## src/source/hl2_ctrl_pkg.sv

```systemverilog
// hl2 control package
// command, configuration and response types plus the constants shared by
// the control clock domain blocks of the transceiver core

`default_nettype none

package hl2_ctrl_pkg;

  ////////////////////////////////////////////////////////////////////////////
  // plain vector types

  // downstream command register address
  typedef logic [5:0]  cmd_addr_t;
  // downstream command payload
  typedef logic [31:0] cmd_data_t;
  // upstream response word
  typedef logic [39:0] resp_t;
  // t/r hang time in milliseconds
  typedef logic [7:0]  hang_ms_t;
  // firmware version fields
  typedef logic [7:0]  version_t;
  // timebase counters
  typedef logic [9:0]  qmsec_cnt_t;
  typedef logic [1:0]  msec_div_t;

  ////////////////////////////////////////////////////////////////////////////
  // structs and enums

  // one captured command of 39 bits
  typedef struct packed {
    cmd_addr_t addr;
    cmd_data_t data;
    logic      requires_resp;
  } cmd_t;

  // held transmit/receive configuration of 12 bits
  typedef struct packed {
    logic     run;
    logic     ptt;
    logic     pa_on;
    logic     ext_tr_en;
    hang_ms_t hang_ms;
  } tr_cfg_t;

  // t/r sequencer states
  typedef enum logic [1:0] {
    TR_RX   = 2'd0,
    TR_TX   = 2'd1,
    TR_HANG = 2'd2
  } tr_state_t;

  ////////////////////////////////////////////////////////////////////////////
  // command addresses and payload fields

  localparam cmd_addr_t ADDR_GENERAL  = 6'h00;
  localparam cmd_addr_t ADDR_PA_CTRL  = 6'h09;
  localparam cmd_addr_t ADDR_TR_HANG  = 6'h17;

  // general register
  localparam int GEN_RUN_BIT   = 0;
  localparam int GEN_PTT_BIT   = 1;
  // pa control register
  localparam int PA_ON_BIT     = 20;
  localparam int EXT_TR_EN_BIT = 19;
  // lsb of the hang_ms field in the hang register
  localparam int HANG_MS_LSB   = 0;

  ////////////////////////////////////////////////////////////////////////////
  // version and timing

  localparam version_t VERSION_MAJOR = 8'd71;
  localparam version_t VERSION_MINOR = 8'd2;

  // 2.5 MHz control clock
  localparam int QMSEC_CYCLES   = 625;
  localparam int QMSEC_PER_MSEC = 4;

endpackage

`default_nettype wire

```

## src/source/cmd_receiver.sv

```systemverilog
// command receiver
// synchronizes the downstream command toggle into clk_ctrl and turns each
// change into a one-cycle strobe with the captured command

`timescale 1ns/1ns
`default_nettype none

module cmd_receiver (
  input  wire                      clk_ctrl,
  input  wire                      reset_i,
  input  wire                      cmd_cnt_i,
  input  wire hl2_ctrl_pkg::cmd_addr_t cmd_addr_i,
  input  wire hl2_ctrl_pkg::cmd_data_t cmd_data_i,
  input  wire                      cmd_requires_resp_i,
  output logic                     cmd_strobe_o,
  output hl2_ctrl_pkg::cmd_t       cmd_o
);

  // toggle synchronizer and edge register
  logic cnt_meta;
  logic cnt_sync;
  logic cnt_last;
  logic toggle_seen;

  always_ff @(posedge clk_ctrl) begin
    cnt_meta <= cmd_cnt_i;
    cnt_sync <= cnt_meta;
  end

  // either direction of the toggle is one new command
  assign toggle_seen = cnt_sync ^ cnt_last;

  always_ff @(posedge clk_ctrl) begin
    if (reset_i) begin
      // track the toggle so leaving reset gives no strobe
      cnt_last     <= cnt_sync;
      cmd_strobe_o <= 1'b0;
    end else begin
      cnt_last     <= cnt_sync;
      cmd_strobe_o <= toggle_seen;
    end
  end

  // sender holds address and data stable around the toggle
  always_ff @(posedge clk_ctrl) begin
    if (toggle_seen) begin
      cmd_o.addr          <= cmd_addr_i;
      cmd_o.data          <= cmd_data_i;
      cmd_o.requires_resp <= cmd_requires_resp_i;
    end
  end

endmodule

`default_nettype wire

```

## src/source/cmd_regs.sv

```systemverilog
// command registers
// decodes command addresses into the held run, ptt, pa and hang time
// settings used by the t/r sequencer and the response builder

`timescale 1ns/1ns
`default_nettype none

module cmd_regs (
  input  wire                     clk_ctrl,
  input  wire                     reset_i,
  input  wire                     cmd_strobe_i,
  input  wire hl2_ctrl_pkg::cmd_t cmd_i,
  output hl2_ctrl_pkg::tr_cfg_t   cfg_o,
  output logic                    io_led_run_o
);

  hl2_ctrl_pkg::tr_cfg_t cfg_q;

  ////////////////////////////////////////////////////////////////////////////
  // address decode

  always_ff @(posedge clk_ctrl) begin
    if (reset_i) begin
      cfg_q <= '0;
    end else if (cmd_strobe_i) begin
      case (cmd_i.addr)
        hl2_ctrl_pkg::ADDR_GENERAL: begin
          cfg_q.run <= cmd_i.data[hl2_ctrl_pkg::GEN_RUN_BIT];
          cfg_q.ptt <= cmd_i.data[hl2_ctrl_pkg::GEN_PTT_BIT];
        end
        hl2_ctrl_pkg::ADDR_PA_CTRL: begin
          cfg_q.pa_on     <= cmd_i.data[hl2_ctrl_pkg::PA_ON_BIT];
          cfg_q.ext_tr_en <= cmd_i.data[hl2_ctrl_pkg::EXT_TR_EN_BIT];
        end
        hl2_ctrl_pkg::ADDR_TR_HANG: begin
          cfg_q.hang_ms <=
            cmd_i.data[hl2_ctrl_pkg::HANG_MS_LSB +: $bits(hl2_ctrl_pkg::hang_ms_t)];
        end
        default: begin
          // addresses owned by other blocks
          cfg_q <= cfg_q;
        end
      endcase
    end
  end

  ////////////////////////////////////////////////////////////////////////////
  // outputs

  assign cfg_o        = cfg_q;
  // run led shows the held run bit
  assign io_led_run_o = cfg_q.run;

endmodule

`default_nettype wire

```

## src/source/hl2_ctrl_core.sv

```systemverilog
// hl2 control core
// control clock domain of the transceiver: command receive and decode,
// t/r sequencing with hang time and inhibit, and response generation

`timescale 1ns/1ns
`default_nettype none

module hl2_ctrl_core (
  input  wire                          clk_ctrl,
  input  wire                          reset_i,
  // downstream commands
  input  wire                          cmd_cnt_i,
  input  wire hl2_ctrl_pkg::cmd_addr_t cmd_addr_i,
  input  wire hl2_ctrl_pkg::cmd_data_t cmd_data_i,
  input  wire                          cmd_requires_resp_i,
  // asynchronous hardware inhibit
  input  wire                          io_tx_inhibit_i,
  // upstream response
  output hl2_ctrl_pkg::resp_t          resp_o,
  output logic                         resp_valid_o,
  // leds and pa switching
  output logic                         io_led_run_o,
  output logic                         io_led_tx_o,
  output logic                         pa_inttr_o,
  output logic                         pa_exttr_o
);

  logic                  cmd_strobe;
  hl2_ctrl_pkg::cmd_t    cmd;
  hl2_ctrl_pkg::tr_cfg_t cfg;
  logic                  msec_strobe;
  logic                  tx_on;

  ////////////////////////////////////////////////////////////////////////////
  // command path

  cmd_receiver i_cmd_receiver (
    .clk_ctrl            (clk_ctrl),
    .reset_i             (reset_i),
    .cmd_cnt_i           (cmd_cnt_i),
    .cmd_addr_i          (cmd_addr_i),
    .cmd_data_i          (cmd_data_i),
    .cmd_requires_resp_i (cmd_requires_resp_i),
    .cmd_strobe_o        (cmd_strobe),
    .cmd_o               (cmd)
  );

  cmd_regs i_cmd_regs (
    .clk_ctrl     (clk_ctrl),
    .reset_i      (reset_i),
    .cmd_strobe_i (cmd_strobe),
    .cmd_i        (cmd),
    .cfg_o        (cfg),
    .io_led_run_o (io_led_run_o)
  );

  ////////////////////////////////////////////////////////////////////////////
  // t/r switching

  timebase i_timebase (
    .clk_ctrl      (clk_ctrl),
    .reset_i       (reset_i),
    .msec_strobe_o (msec_strobe)
  );

  tr_sequencer i_tr_sequencer (
    .clk_ctrl        (clk_ctrl),
    .reset_i         (reset_i),
    .cfg_i           (cfg),
    .msec_strobe_i   (msec_strobe),
    .io_tx_inhibit_i (io_tx_inhibit_i),
    .tx_on_o         (tx_on),
    .pa_inttr_o      (pa_inttr_o),
    .pa_exttr_o      (pa_exttr_o)
  );

  assign io_led_tx_o = tx_on;

  ////////////////////////////////////////////////////////////////////////////
  // response

  resp_builder i_resp_builder (
    .clk_ctrl     (clk_ctrl),
    .reset_i      (reset_i),
    .cmd_strobe_i (cmd_strobe),
    .cmd_i        (cmd),
    .tx_on_i      (tx_on),
    .run_i        (cfg.run),
    .resp_o       (resp_o),
    .resp_valid_o (resp_valid_o)
  );

endmodule

`default_nettype wire

```

## src/source/resp_builder.sv

```systemverilog
// response builder
// assembles the 40-bit upstream response word for commands that request
// a reply and marks it with a one-cycle valid

`timescale 1ns/1ns
`default_nettype none

module resp_builder (
  input  wire                     clk_ctrl,
  input  wire                     reset_i,
  input  wire                     cmd_strobe_i,
  input  wire hl2_ctrl_pkg::cmd_t cmd_i,
  input  wire                     tx_on_i,
  input  wire                     run_i,
  output hl2_ctrl_pkg::resp_t     resp_o,
  output logic                    resp_valid_o
);

  logic resp_load;

  assign resp_load = cmd_strobe_i & cmd_i.requires_resp;

  // word layout from the msb down
  //   addr, tx_on, run, version major, version minor, data[15:0]
  // tx_on and run are the values before this command takes effect
  always_ff @(posedge clk_ctrl) begin
    if (reset_i) begin
      resp_o <= '0;
    end else if (resp_load) begin
      resp_o <= {cmd_i.addr,
                 tx_on_i,
                 run_i,
                 hl2_ctrl_pkg::VERSION_MAJOR,
                 hl2_ctrl_pkg::VERSION_MINOR,
                 cmd_i.data[15:0]};
    end
  end

  always_ff @(posedge clk_ctrl) begin
    if (reset_i) begin
      resp_valid_o <= 1'b0;
    end else begin
      resp_valid_o <= resp_load;
    end
  end

endmodule

`default_nettype wire

```

## src/source/timebase.sv

```systemverilog
// timebase
// divides clk_ctrl down to quarter-millisecond ticks and a
// one-cycle millisecond strobe

`timescale 1ns/1ns
`default_nettype none

module timebase (
  input  wire  clk_ctrl,
  input  wire  reset_i,
  output logic msec_strobe_o
);

  hl2_ctrl_pkg::qmsec_cnt_t qmsec_cnt;
  hl2_ctrl_pkg::msec_div_t  msec_div;
  logic                     qmsec_tick;

  // last cycle of each quarter millisecond
  assign qmsec_tick =
    (qmsec_cnt == hl2_ctrl_pkg::qmsec_cnt_t'(hl2_ctrl_pkg::QMSEC_CYCLES - 1));

  always_ff @(posedge clk_ctrl) begin
    if (reset_i) begin
      qmsec_cnt     <= '0;
      msec_div      <= '0;
      msec_strobe_o <= 1'b0;
    end else begin
      msec_strobe_o <= 1'b0;
      if (qmsec_tick) begin
        qmsec_cnt <= '0;
        // four quarters make one millisecond
        if (msec_div == hl2_ctrl_pkg::msec_div_t'(hl2_ctrl_pkg::QMSEC_PER_MSEC - 1)) begin
          msec_div      <= '0;
          msec_strobe_o <= 1'b1;
        end else begin
          msec_div <= msec_div + 1'b1;
        end
      end else begin
        qmsec_cnt <= qmsec_cnt + 1'b1;
      end
    end
  end

endmodule

`default_nettype wire

```

## src/source/tr_sequencer.sv

```systemverilog
// t/r sequencer
// drives transmit enable from ptt and the hardware inhibit, and holds
// the internal and external t/r switches for a hang time after transmit

`timescale 1ns/1ns
`default_nettype none

module tr_sequencer (
  input  wire                        clk_ctrl,
  input  wire                        reset_i,
  input  wire hl2_ctrl_pkg::tr_cfg_t cfg_i,
  input  wire                        msec_strobe_i,
  input  wire                        io_tx_inhibit_i,
  output logic                       tx_on_o,
  output logic                       pa_inttr_o,
  output logic                       pa_exttr_o
);

  logic                   inhibit_meta;
  logic                   inhibit_sync;
  logic                   tx_on_q;
  logic                   tr_active;
  hl2_ctrl_pkg::tr_state_t state_q;
  hl2_ctrl_pkg::hang_ms_t  hang_cnt;

  ////////////////////////////////////////////////////////////////////////////
  // inhibit synchronizer

  always_ff @(posedge clk_ctrl) begin
    inhibit_meta <= io_tx_inhibit_i;
    inhibit_sync <= inhibit_meta;
  end

  ////////////////////////////////////////////////////////////////////////////
  // transmit enable

  always_ff @(posedge clk_ctrl) begin
    if (reset_i) begin
      tx_on_q <= 1'b0;
    end else begin
      tx_on_q <= cfg_i.ptt & ~inhibit_sync;
    end
  end

  ////////////////////////////////////////////////////////////////////////////
  // t/r state machine

  always_ff @(posedge clk_ctrl) begin
    if (reset_i) begin
      state_q  <= hl2_ctrl_pkg::TR_RX;
      hang_cnt <= '0;
    end else begin
      case (state_q)
        hl2_ctrl_pkg::TR_RX: begin
          if (tx_on_q) begin
            state_q <= hl2_ctrl_pkg::TR_TX;
          end
        end
        hl2_ctrl_pkg::TR_TX: begin
          if (!tx_on_q) begin
            state_q  <= hl2_ctrl_pkg::TR_HANG;
            hang_cnt <= cfg_i.hang_ms;
          end
        end
        hl2_ctrl_pkg::TR_HANG: begin
          // new ptt cancels the hang
          if (tx_on_q) begin
            state_q <= hl2_ctrl_pkg::TR_TX;
          end else if (hang_cnt == '0) begin
            state_q <= hl2_ctrl_pkg::TR_RX;
          end else if (msec_strobe_i) begin
            hang_cnt <= hang_cnt - 1'b1;
          end
        end
        default: begin
          state_q <= hl2_ctrl_pkg::TR_RX;
        end
      endcase
    end
  end

  ////////////////////////////////////////////////////////////////////////////
  // outputs

  assign tr_active  = (state_q != hl2_ctrl_pkg::TR_RX);
  assign tx_on_o    = tx_on_q;
  assign pa_inttr_o = tr_active & cfg_i.pa_on;
  assign pa_exttr_o = tr_active & cfg_i.ext_tr_en;

endmodule

`default_nettype wire

```

## config.mk

```make
export PLATFORM = sky130hd
export DESIGN_NAME = hl2_ctrl_core
export DESIGN_NICKNAME = d
export VERILOG_FILES = /design/src/source/hl2_ctrl_pkg.sv /design/src/source/cmd_receiver.sv /design/src/source/cmd_regs.sv /design/src/source/hl2_ctrl_core.sv /design/src/source/resp_builder.sv /design/src/source/timebase.sv /design/src/source/tr_sequencer.sv
export SDC_FILE = /design/constraint.sdc
export NUM_CORES = 1
export LEC_CHECK = 0
export BUFFER_PORTS_ARGS = -buffer_cell sky130_fd_sc_hd__buf_2
export CAP_MARGIN = 20
export CORE_ASPECT_RATIO = 1.4
export CORE_MARGIN = 2
export CORE_UTILIZATION = 56
export CTS_CLUSTER_SIZE = 20
export DETAILED_ROUTE_END_ITERATION = 8
export GPL_TIMING_DRIVEN = 0
export PLACE_DENSITY = 0.86
export SYNTH_ARGS = -nofsm -noshare
export SYNTH_HDL_FRONTEND = slang
export SYNTH_SLANG_ARGS = --single-unit
```

## constraint.sdc

```tcl
create_clock -name clk_ctrl -period 5.35 [get_ports clk_ctrl]
set_clock_uncertainty 0.2 [all_clocks]
set_input_delay 0 -clock clk_ctrl [delete_from_list [all_inputs] [get_ports clk_ctrl]]
set_output_delay 0 -clock clk_ctrl [all_outputs]
set_load 0.05 [all_outputs]
```

==> run summary, run 1 <==
maximum clock insertion buffer count: 2
vias in the first global route: 2,874
TritonCTS Buffers: 9
Worst Path Max Fanout: 10
Yosys cell types: 43
full die area: 7040 um2
Clk pin slew, worst setup/hold paths: 0.09 ns
GPL Wtd Cong: 0.987
outcome: complete, no violations
max-capacitance violation count: 0
Die Ht: 98.5 um
DR WL/cell: 15.8 um
Synth top area share: 0.381
TritonCTS clock tree: done
total number of vias: 2,889
initial antenna violation count: 0
Worst EP required: 5.43 ns
area of the multi-input gates: 1300 um2
Synth area leader: dfxtp_1
first-pass GRT wire length: 13.7 mm
final period utilization: 0.384
Final #Nets: 506
clock latency on the worst-skew pair: 0.36 ns
Mapped Cells: 347
core box area: 6210 um2
CTS HTree Levels: 3
Most used DFF post-synth: dfxtp_1
port buffer count: 61
Max Slew Vio Count: 0
Peak Freq: 487 MHz
critical path type: flop to flop
# clock sinks: 93
Synth Area per Inst: 10.3 um2
std cell rows: 34
setup violators final: 0
Mapped Area: 3570 um2
top cells by count, synth: dfxtp_1, nand2_1, nor2_1
Hold Crit Depth: 2
Tightest Pin Transition: 0.843 ns
met3 routed WL: 513 um
vias per std cell: 5.40
initial core utilization: 0.575
area grow syn2layout: 26.8%
IO Pins: 88
VDD IR-drop max: 446 uV
Met1 Wirelength: 3.16 mm
DR iter-0 viols: 220
final setup TNS: 0 ns
Yosys reg bits: 93
min-delay worst type: input port to flop
Worst Path Arrival: 2.14 ns
top cells by area, synth: dfxtp_1, edfxtp_1, nand2_1
residual DRC count: 0
met2 WL: 4.61 mm
Cell Pwr Density: 318 nW/um2
Slew headroom: 0.434
final wirelength: 8.48 mm
Post-DP Area: 4020 um2
Total GRT Usage: 0.254
fin util: 0.728
Synth async-reset ratio: 0
unrepaired setup endpoints after global routing: false
EDFF count, synth: 25
setup bufs post-CTS: 0
Antenna diodes: 0
Placed Instances: 491
global route overflow: 0
Fillers: 418
FF-to-FF path depth: 7
share of layout cells above drive strength 1: 0.216
top-count cell post-synth: dfxtp_1
Die Wd: 71.5 um
Detail Route Antenna Nets: 0
design area: 4520 um2
Yosys warnings: 0
register area: 2110 um2
Pleak: 1.80 nW
largest net degree at the start of global routing: 19
Detail Placement HPWL: 5.05 mm
CTS Root Cell: clkbuf_8
top layer in use: met4
CP endpoint kind: flop
Non-Filler Instances: 535
sequential element share of the synthesized area: 0.592
drt pass-1 iters: 4
min Tclk post-route: 2.05 ns
Final Hold Fails: 0
startpoint types: flop
[layout make-up]
cell class                      instances  area share
Buffer                                 30      0.0390
Sequential cell                        93       0.467
Timing Repair Buffer                   90       0.133
Inverter                                6     0.00498
Clock inverter                          7      0.0213
Tap cell                               72      0.0199
Clock buffer                            9      0.0274
Multi-Input combinational cell        228       0.288
[registers in the layout, summed over array words and instances (netlist names)]
| name | count |
|---|---|
| i_timebase.qmsec_cnt | 10 |
| i_cmd_receiver.cnt_last | 1 |
| i_resp_builder.resp_o | 25 |
| i_resp_builder.resp_valid_o | 1 |
| i_cmd_receiver.cnt_meta | 1 |
| i_tr_sequencer.inhibit_sync | 1 |
| i_cmd_receiver.cmd_strobe_o | 1 |
| i_cmd_receiver.cmd_o | 25 |
| i_tr_sequencer.hang_cnt | 8 |
| i_tr_sequencer.tx_on_o | 1 |
| i_cmd_regs.io_led_run_o | 1 |
| i_tr_sequencer.state_q | 2 |
| i_tr_sequencer.inhibit_meta | 1 |
| i_timebase.msec_strobe_o | 1 |
| i_timebase.msec_div | 2 |
| i_cmd_receiver.cnt_sync | 1 |
| i_cmd_regs.cfg_o | 11 |
[where the power goes]
part           switching (W)  leakage (nW)  internal (W)  total (W)
Clock               0.000251         0.104      0.000265   0.000516
Combinational      0.0000997         0.898     0.0000487   0.000148
Sequential         0.0000182         0.797      0.000754   0.000773
Total               0.000369          1.80       0.00107    0.00144
[timing repair]
item,in CTS,in global routing
hold endpoints to repair,28,0
hold buffers,28,0
gates resized for setup,0,0
[cells in the final DEF (no fill, tap or decap), drive strengths merged, types with 7 or more instances in the layout]
cell,count
o21ai,7
buf,78
edfxtp,25
inv,8
clkbuf,23
a21oi,33
dlygate4sd3,28
nand2,60
conb,11
mux2i,12
dfxtp,68
nor2,34
[per-layer routing]
layer | vias up | GRT usage
li1 | 1384 | -
met1 | 1372 | 0.287
met2 | 115 | 0.450
met3 | 18 | 0.0603
met4 | 0 | 0.106
met5 | - | 0
[worst paths after layout]
path	startpoint	endpoint	slack, ns
worst max register to register	i_tr_sequencer.hang_cnt[0]$_SDFFE_PP0P_	i_tr_sequencer.hang_cnt[6]$_SDFFE_PP0P_	3.30
worst min-delay path	io_tx_inhibit_i	i_tr_sequencer.inhibit_meta$_DFF_P_	0.1
worst min register to register	i_cmd_receiver.cnt_meta$_DFF_P_	i_cmd_receiver.cnt_sync$_DFF_P_	0.13
worst max-delay path	i_tr_sequencer.hang_cnt[0]$_SDFFE_PP0P_	i_tr_sequencer.hang_cnt[6]$_SDFFE_PP0P_	3.30
[critical path, cell delays in order (launching register included)]
cell	delay (ns)
dfxtp_1	0.35
inv_1	0.10
ha_1	0.15
or4b_4	0.48
o221ai_4	0.25
buf_6	0.18
o21ai_1	0.07
a21oi_1	0.19
[through the flow]
stage | setup WS, ns | total power, W | hold slack, ns
floorplan | 3.16 | 0.000878 | -0.172
global placement | 2.75 | 0.000910 | -0.0964
detailed placement | 3.36 | 0.000915 | -0.0964
CTS | 3.32 | 0.00143 | 0.0615
global route | 3.19 | 0.00148 | 0.0881
finish | 3.30 | 0.00144 | 0.0999
[cells by family after synthesis]
logic type,Yosys count,synth area share
AO/OA/AOI/OAI,57,0.100
XOR/XNOR,9,0.0221
adder cells (fa/ha/maj),5,0.0175
buffers and inverters,36,0.0558
flip-flops,93,0.592
multiplexers,12,0.0337
other,1,0.00105
AND/OR/NAND/NOR,134,0.178
(Power assumes the default switching activity.)
==> run 2, diff against run 1 <==
--- a/config.mk
+++ b/config.mk
@@ -9,11 +9,11 @@
 export CAP_MARGIN = 20
 export CORE_ASPECT_RATIO = 1.4
 export CORE_MARGIN = 2
-export CORE_UTILIZATION = 56
+export CORE_UTILIZATION = 52
 export CTS_CLUSTER_SIZE = 20
 export DETAILED_ROUTE_END_ITERATION = 8
 export GPL_TIMING_DRIVEN = 0
-export PLACE_DENSITY = 0.86
+export PLACE_DENSITY = 0.81
 export SYNTH_ARGS = -nofsm -noshare
 export SYNTH_HDL_FRONTEND = slang
 export SYNTH_SLANG_ARGS = --single-unit
==> constraint.sdc (replaced) <==
create_clock -name clk_ctrl -period 2.1 [get_ports clk_ctrl]
set_clock_uncertainty 0.2 [all_clocks]
set_input_delay 0 -clock clk_ctrl [delete_from_list [all_inputs] [get_ports clk_ctrl]]
set_output_delay 0 -clock clk_ctrl [all_outputs]
set_load 0.05 [all_outputs]
==> run 2 against run 1 <==
Against the previous run: core utilization shrank 4.5 points; routed wire length shrank 8.7%; clock power grew 110%; global-route usage fell by 3.6 points; critical path type unchanged; largest power group unchanged.
==> run summary, run 2 (synthesized netlist as in run 1, its figures left out) <==
outcome: complete, no violations
Worst Path Max Fanout: 5
met1 Use GR: 0.251
final wirelength: 7.74 mm
TritonCTS Buffers: 9
Die Ht: 102 um
CTS Root Cell: clkbuf_8
full die area: 7550 um2
clock share of power: 0.311
DR iter-0 viols: 198
Max Slew Vio Count: 0
# clock sinks: 93
CP endpoint kind: flop
sequential share of power: 0.579
slack of the worst reg-to-reg path: 0.07 ns
Antenna diodes: 0
vias per std cell: 5.09
residual DRC count: 0
initial core utilization: 0.540
total number of vias: 2,834
combinational power share: 0.110
GPL Wtd Cong: 0.928
min Tclk post-route: 2.03 ns
Psw: 0.000911 W
Detail Route Antenna Nets: 0
Die Wd: 74.0 um
Non-Filler Instances: 557
commonest non-fill, non-tap cell in the layout: dfxtp_1
Hold Crit Start: cmd_cnt_i
critical path type: flop to flop
maximum clock insertion buffer count: 2
port buffer count: 61
share of layout cells above drive strength 1: 0.222
Final #Nets: 508
hold_ws: 0.0892 ns
area of the multi-input gates: 1300 um2
Hold Crit Depth: 2
TritonCTS clock tree: done
met3 Use GR: 0.0493
area grow syn2layout: 26.6%
std cell rows: 35
register area: 2110 um2
VDD IR-drop max: 690 uV
clock latency on the worst-skew pair: 0.36 ns
commonest cells after routing, fill and taps aside: dfxtp_1, buf_2, nand2_1
vias in the first global route: 2,708
drt pass-1 iters: 4
Final Hold Fails: 0
startpoint types: flop
global route overflow: 0
busiest grt layer: met2
Clk pin slew, worst setup/hold paths: 0.09 ns
Detail Placement HPWL: 5.21 mm
Post-DP Area: 4050 um2
IO Pins: 88
FF-to-FF path depth: 7
Worst Path Arrival: 2.12 ns
Tightest Pin Transition: 0.774 ns
Cell Pwr Density: 750 nW/um2
first-pass GRT wire length: 12.4 mm
final period utilization: 0.966
Peak Freq: 493 MHz
Pleak: 1.79 nW
worst flop-to-flop path startpoint: i_tr_sequencer.hang_cnt[0]$_SDFFE_PP0P_
DR WL/cell: 13.9 um
met2 Track Usage GR: 0.383
min-delay worst type: input port to flop
Total GRT Usage: 0.217
Placed Instances: 511
Worst EP required: 2.19 ns
largest net degree at the start of global routing: 20
Fillers: 504
Hold EP: i_cmd_receiver.cnt_meta$_DFF_P_
Switching Share: 0.269
design area: 4520 um2
CTS HTree Levels: 3
max-capacitance violation count: 0
Slew headroom: 0.480
Int Power: 0.00248 W
core box area: 6610 um2
setup violators final: 0
fin util: 0.683
initial antenna violation count: 0
Critical R2R Capture: i_tr_sequencer.hang_cnt[4]$_SDFFE_PP0P_
[run 2: what timing repair did]
| item | CTS | global route |
|---|---|---|
| gates resized for setup | 0 | 1 |
| endpoints found under the setup margin | 0 | 8 |
| endpoints found under the hold margin | 28 | 0 |
| hold buffers | 28 | 0 |
| setup buffers | 0 | 1 |
[run 2: worst max-delay path, cell delays in order (launching register included)]
cell	delay (ns)
dfxtp_1	0.34
inv_1	0.10
ha_1	0.17
or4b_4	0.49
o221ai_4	0.26
buf_4	0.19
o21ai_1	0.08
a21oi_1	0.14
[run 2: final cells by class]
type / instances / area share
Multi-Input combinational cell: 228 / 0.288
Sequential cell: 93 / 0.467
Buffer: 30 / 0.0390
Clock inverter: 7 / 0.0111
Tap cell: 92 / 0.0255
Clock buffer: 9 / 0.0274
Timing Repair Buffer: 92 / 0.136
Inverter: 6 / 0.00498
[run 2: metal layers]
layer,share of wire,up-vias
li1,-,1385
met4,0.018,0
met2,0.54,91
met1,0.39,1346
met5,0,-
met3,0.060,12
[run 2: per-stage QoR]
step            TNS, ns  setup slack [ns]  total power (W)
2_1_floorplan         0             0.253          0.00224
3_3_place_gp          0             0.136          0.00232
3_5_place_dp          0            0.0817          0.00233
4_1_cts               0            0.0627          0.00340
5_1_grt        -0.00687          -0.00687          0.00351
6_report              0            0.0714          0.00339
[run 2: worst max path at each step]
| stage | slack [ns] | to | startpoint | cells past startpoint |
|---|---|---|---|---|
| 2_1_floorplan | 0.25 | i_tr_sequencer.hang_cnt[2]$_SDFFE_PP0P_ | i_tr_sequencer.hang_cnt[0]$_SDFFE_PP0P_ | 7 |
| 3_5_place_dp | 0.08 | i_tr_sequencer.hang_cnt[2]$_SDFFE_PP0P_ | i_tr_sequencer.hang_cnt[0]$_SDFFE_PP0P_ | 7 |
| 4_1_cts | 0.06 | i_tr_sequencer.hang_cnt[2]$_SDFFE_PP0P_ | i_tr_sequencer.hang_cnt[0]$_SDFFE_PP0P_ | 7 |
| 5_1_grt | -0.007 | i_tr_sequencer.hang_cnt[6]$_SDFFE_PP0P_ | i_tr_sequencer.hang_cnt[0]$_SDFFE_PP0P_ | 7 |
| 6_report | 0.07 | i_tr_sequencer.hang_cnt[4]$_SDFFE_PP0P_ | i_tr_sequencer.hang_cnt[0]$_SDFFE_PP0P_ | 7 |
| 3_3_place_gp | 0.14 | i_cmd_receiver.cmd_o[7]$_DFFE_PP_ | i_cmd_receiver.cnt_sync$_DFF_P_ | 1 |
[run 2: power groups by stage]
stage               combinational (W)  clock [W]  sequential (W)
floorplan                    0.000169          0         0.00207
global placement             0.000316          0         0.00200
detailed placement           0.000327          0         0.00201
CTS                          0.000368    0.00107         0.00196
global route                 0.000397    0.00114         0.00197
finish                       0.000371    0.00106         0.00196
==> run 3, diff against run 2 <==
--- a/config.mk
+++ b/config.mk
@@ -9,11 +9,11 @@
 export CAP_MARGIN = 20
 export CORE_ASPECT_RATIO = 1.4
 export CORE_MARGIN = 2
-export CORE_UTILIZATION = 52
+export CORE_UTILIZATION = 28
 export CTS_CLUSTER_SIZE = 20
 export DETAILED_ROUTE_END_ITERATION = 8
 export GPL_TIMING_DRIVEN = 0
-export PLACE_DENSITY = 0.81
+export PLACE_DENSITY = 0.54
 export SYNTH_ARGS = -nofsm -noshare
 export SYNTH_HDL_FRONTEND = slang
 export SYNTH_SLANG_ARGS = --single-unit
==> run 3 against run 2 <==
Against the previous run: global-route usage is 10 points lower; sequential share of layout area is 1.8 points lower; routed wire length is 0.56% higher; hold slack better by 0.011 ns; via count is 3.2% lower; sequential cell count stayed put; register-to-register slack better by 0.03 ns; clock-buffer cell count is 2 higher; critical endpoint is now i_tr_sequencer.hang_cnt[7]$_SDFFE_PP0P_.
==> run summary, run 3 (synthesized netlist as in run 1, its figures left out) <==
GPL Wtd Cong: 0.846
port buffer count: 61
Critical R2R Capture: i_tr_sequencer.hang_cnt[7]$_SDFFE_PP0P_
full die area: 13,700 um2
Detail Route Antenna Nets: 0
initial antenna violation count: 0
Clk pin slew, worst setup/hold paths: 0.06 ns
outcome: complete, no violations
Antenna diodes: 0
drt pass-1 iters: 4
vias in the first global route: 2,609
clock latency on the worst-skew pair: 0.33 ns
min-delay worst type: input port to flop
slack of the worst reg-to-reg path: 0.1 ns
Worst Path Arrival: 1.99 ns
final period utilization: 0.953
met1 Use GR: 0.125
Worst EP required: 2.09 ns
Max Slew Vio Count: 0
busiest grt layer: met2
DR WL/cell: 12.7 um
Critical Path Start: i_tr_sequencer.hang_cnt[0]$_SDFFE_PP0P_
Critical Path Sink: i_tr_sequencer.hang_cnt[7]$_SDFFE_PP0P_
final wirelength: 7.79 mm
Detail Placement HPWL: 5.59 mm
CP endpoint kind: flop
largest net degree at the start of global routing: 17
Final #Nets: 508
slowest CP cell: or4b_4
# clock sinks: 93
Total GRT Usage: 0.117
unrepaired setup endpoints after global routing: false
met2 Track Usage GR: 0.218
critical path type: flop to flop
initial core utilization: 0.288
Worst Path Max Fanout: 5
CTS Root Cell: clkbuf_16
stages on the worst setup path: 7
Post-DP Area: 4120 um2
Crit path max-delay family: simple AND/OR/NAND/NOR gates
Slew headroom: 0.466
final setup TNS: 0 ns
CP Cell Sequence: inv_1 > ha_1 > or4b_4 > o221ai_4 > buf_4 > a21o_1 > a21oi_1
startpoint types: flop
global route overflow: 0
residual DRC count: 0
Final Hold Fails: 0
met3 Use GR: 0.0264
Tightest Pin Transition: 0.795 ns
VDD IR-drop max: 534 uV
CTS HTree Levels: 3
Fillers: 1,262
share of layout cells above drive strength 1: 0.215
std cell rows: 48
max-capacitance violation count: 0
buffers and inverters on the worst path: 2
core box area: 12,400 um2
first-pass GRT wire length: 12.5 mm
Pleak: 1.84 nW
Cell Pwr Density: 829 nW/um2
Peak Freq: 500 MHz
TritonCTS Buffers: 9
min Tclk post-route: 2.00 ns
worst flop-to-flop path startpoint: i_tr_sequencer.hang_cnt[0]$_SDFFE_PP0P_
peak per-stage delay on the critical path: 0.49 ns
commonest non-fill, non-tap cell in the layout: dfxtp_1
vias per std cell: 4.46
Die Ht: 138 um
total number of vias: 2,744
IO Pins: 88
Die Wd: 99.4 um
area grow syn2layout: 31.8%
commonest cells after routing, fill and taps aside: dfxtp_1, buf_2, nand2_1
TritonCTS clock tree: done
design area: 4700 um2
DR iter-0 viols: 97
maximum clock insertion buffer count: 2
setup violators final: 0
FF-to-FF path depth: 7
## run 3: cell count changes in the layout (fill, tap and decap cells not counted)
cell	change
clkinv_1	+1
clkbuf_1	+2
bufinv_16	+1
inv_6	-2
clkbuf_8	-9
clkinv_4	+1
clkbuf_16	+9
clkinvlp_4	-3
## run 3: what timing repair did
action | CTS | global route
buffers inserted | 0 | 1
endpoints found under the hold margin | 28 | 0
setup endpoints to repair | 0 | 7
hold buffers | 28 | 0
resized for setup | 0 | 1
## run 3: final cells by class
cell class | count | area, um2 | area share
multi-input combinational | 228 | 1300 | 0.277
buffer | 30 | 176 | 0.0375
tap | 150 | 188 | 0.0399
timing repair buffer | 92 | 616 | 0.131
clock buffer | 11 | 233 | 0.0495
sequential | 93 | 2110 | 0.449
clock inverter | 5 | 52.6 | 0.0112
inverter | 6 | 22.5 | 0.00479
## run 3: worst min path at each step
stage,startpoint,to,slack (ns),cells after the start
floorplan,cmd_cnt_i,i_cmd_receiver.cnt_meta$_DFF_P_,-0.17,0
global placement,io_tx_inhibit_i,i_tr_sequencer.inhibit_meta$_DFF_P_,-0.09,1
detailed placement,cmd_cnt_i,i_cmd_receiver.cnt_meta$_DFF_P_,-0.1,1
CTS,cmd_cnt_i,i_cmd_receiver.cnt_meta$_DFF_P_,0.08,2
global route,cmd_cnt_i,i_cmd_receiver.cnt_meta$_DFF_P_,0.09,2
finish,cmd_cnt_i,i_cmd_receiver.cnt_meta$_DFF_P_,0.1,2
## run 3: power breakdown
group | internal [W] | total (W) | switching [W]
registers | 0.00192 | 0.00197 | 0.0000419
logic | 0.000124 | 0.000369 | 0.000245
clock network | 0.000917 | 0.00156 | 0.000646
## run 3: metrics by stage
step	instances	setup slack (ns)	hold WS, ns	power (W)	utilization
2_1_floorplan	357	0.253	-0.172	0.00224	-
3_3_place_gp	568	0.0386	-0.0940	0.00233	0.332
3_5_place_dp	569	0.0870	-0.0956	0.00234	0.333
4_1_cts	613	0.0785	0.0809	0.00395	0.379
5_1_grt	615	0.00600	0.0907	0.00403	0.380
6_report	615	0.0984	0.0998	0.00390	0.380
## run 3: per-layer routing
metal	vias up	routed length, um
met5	-	0
li1	1391	-
met3	5	351
met4	0	93
met1	1278	3100
met2	70	4240
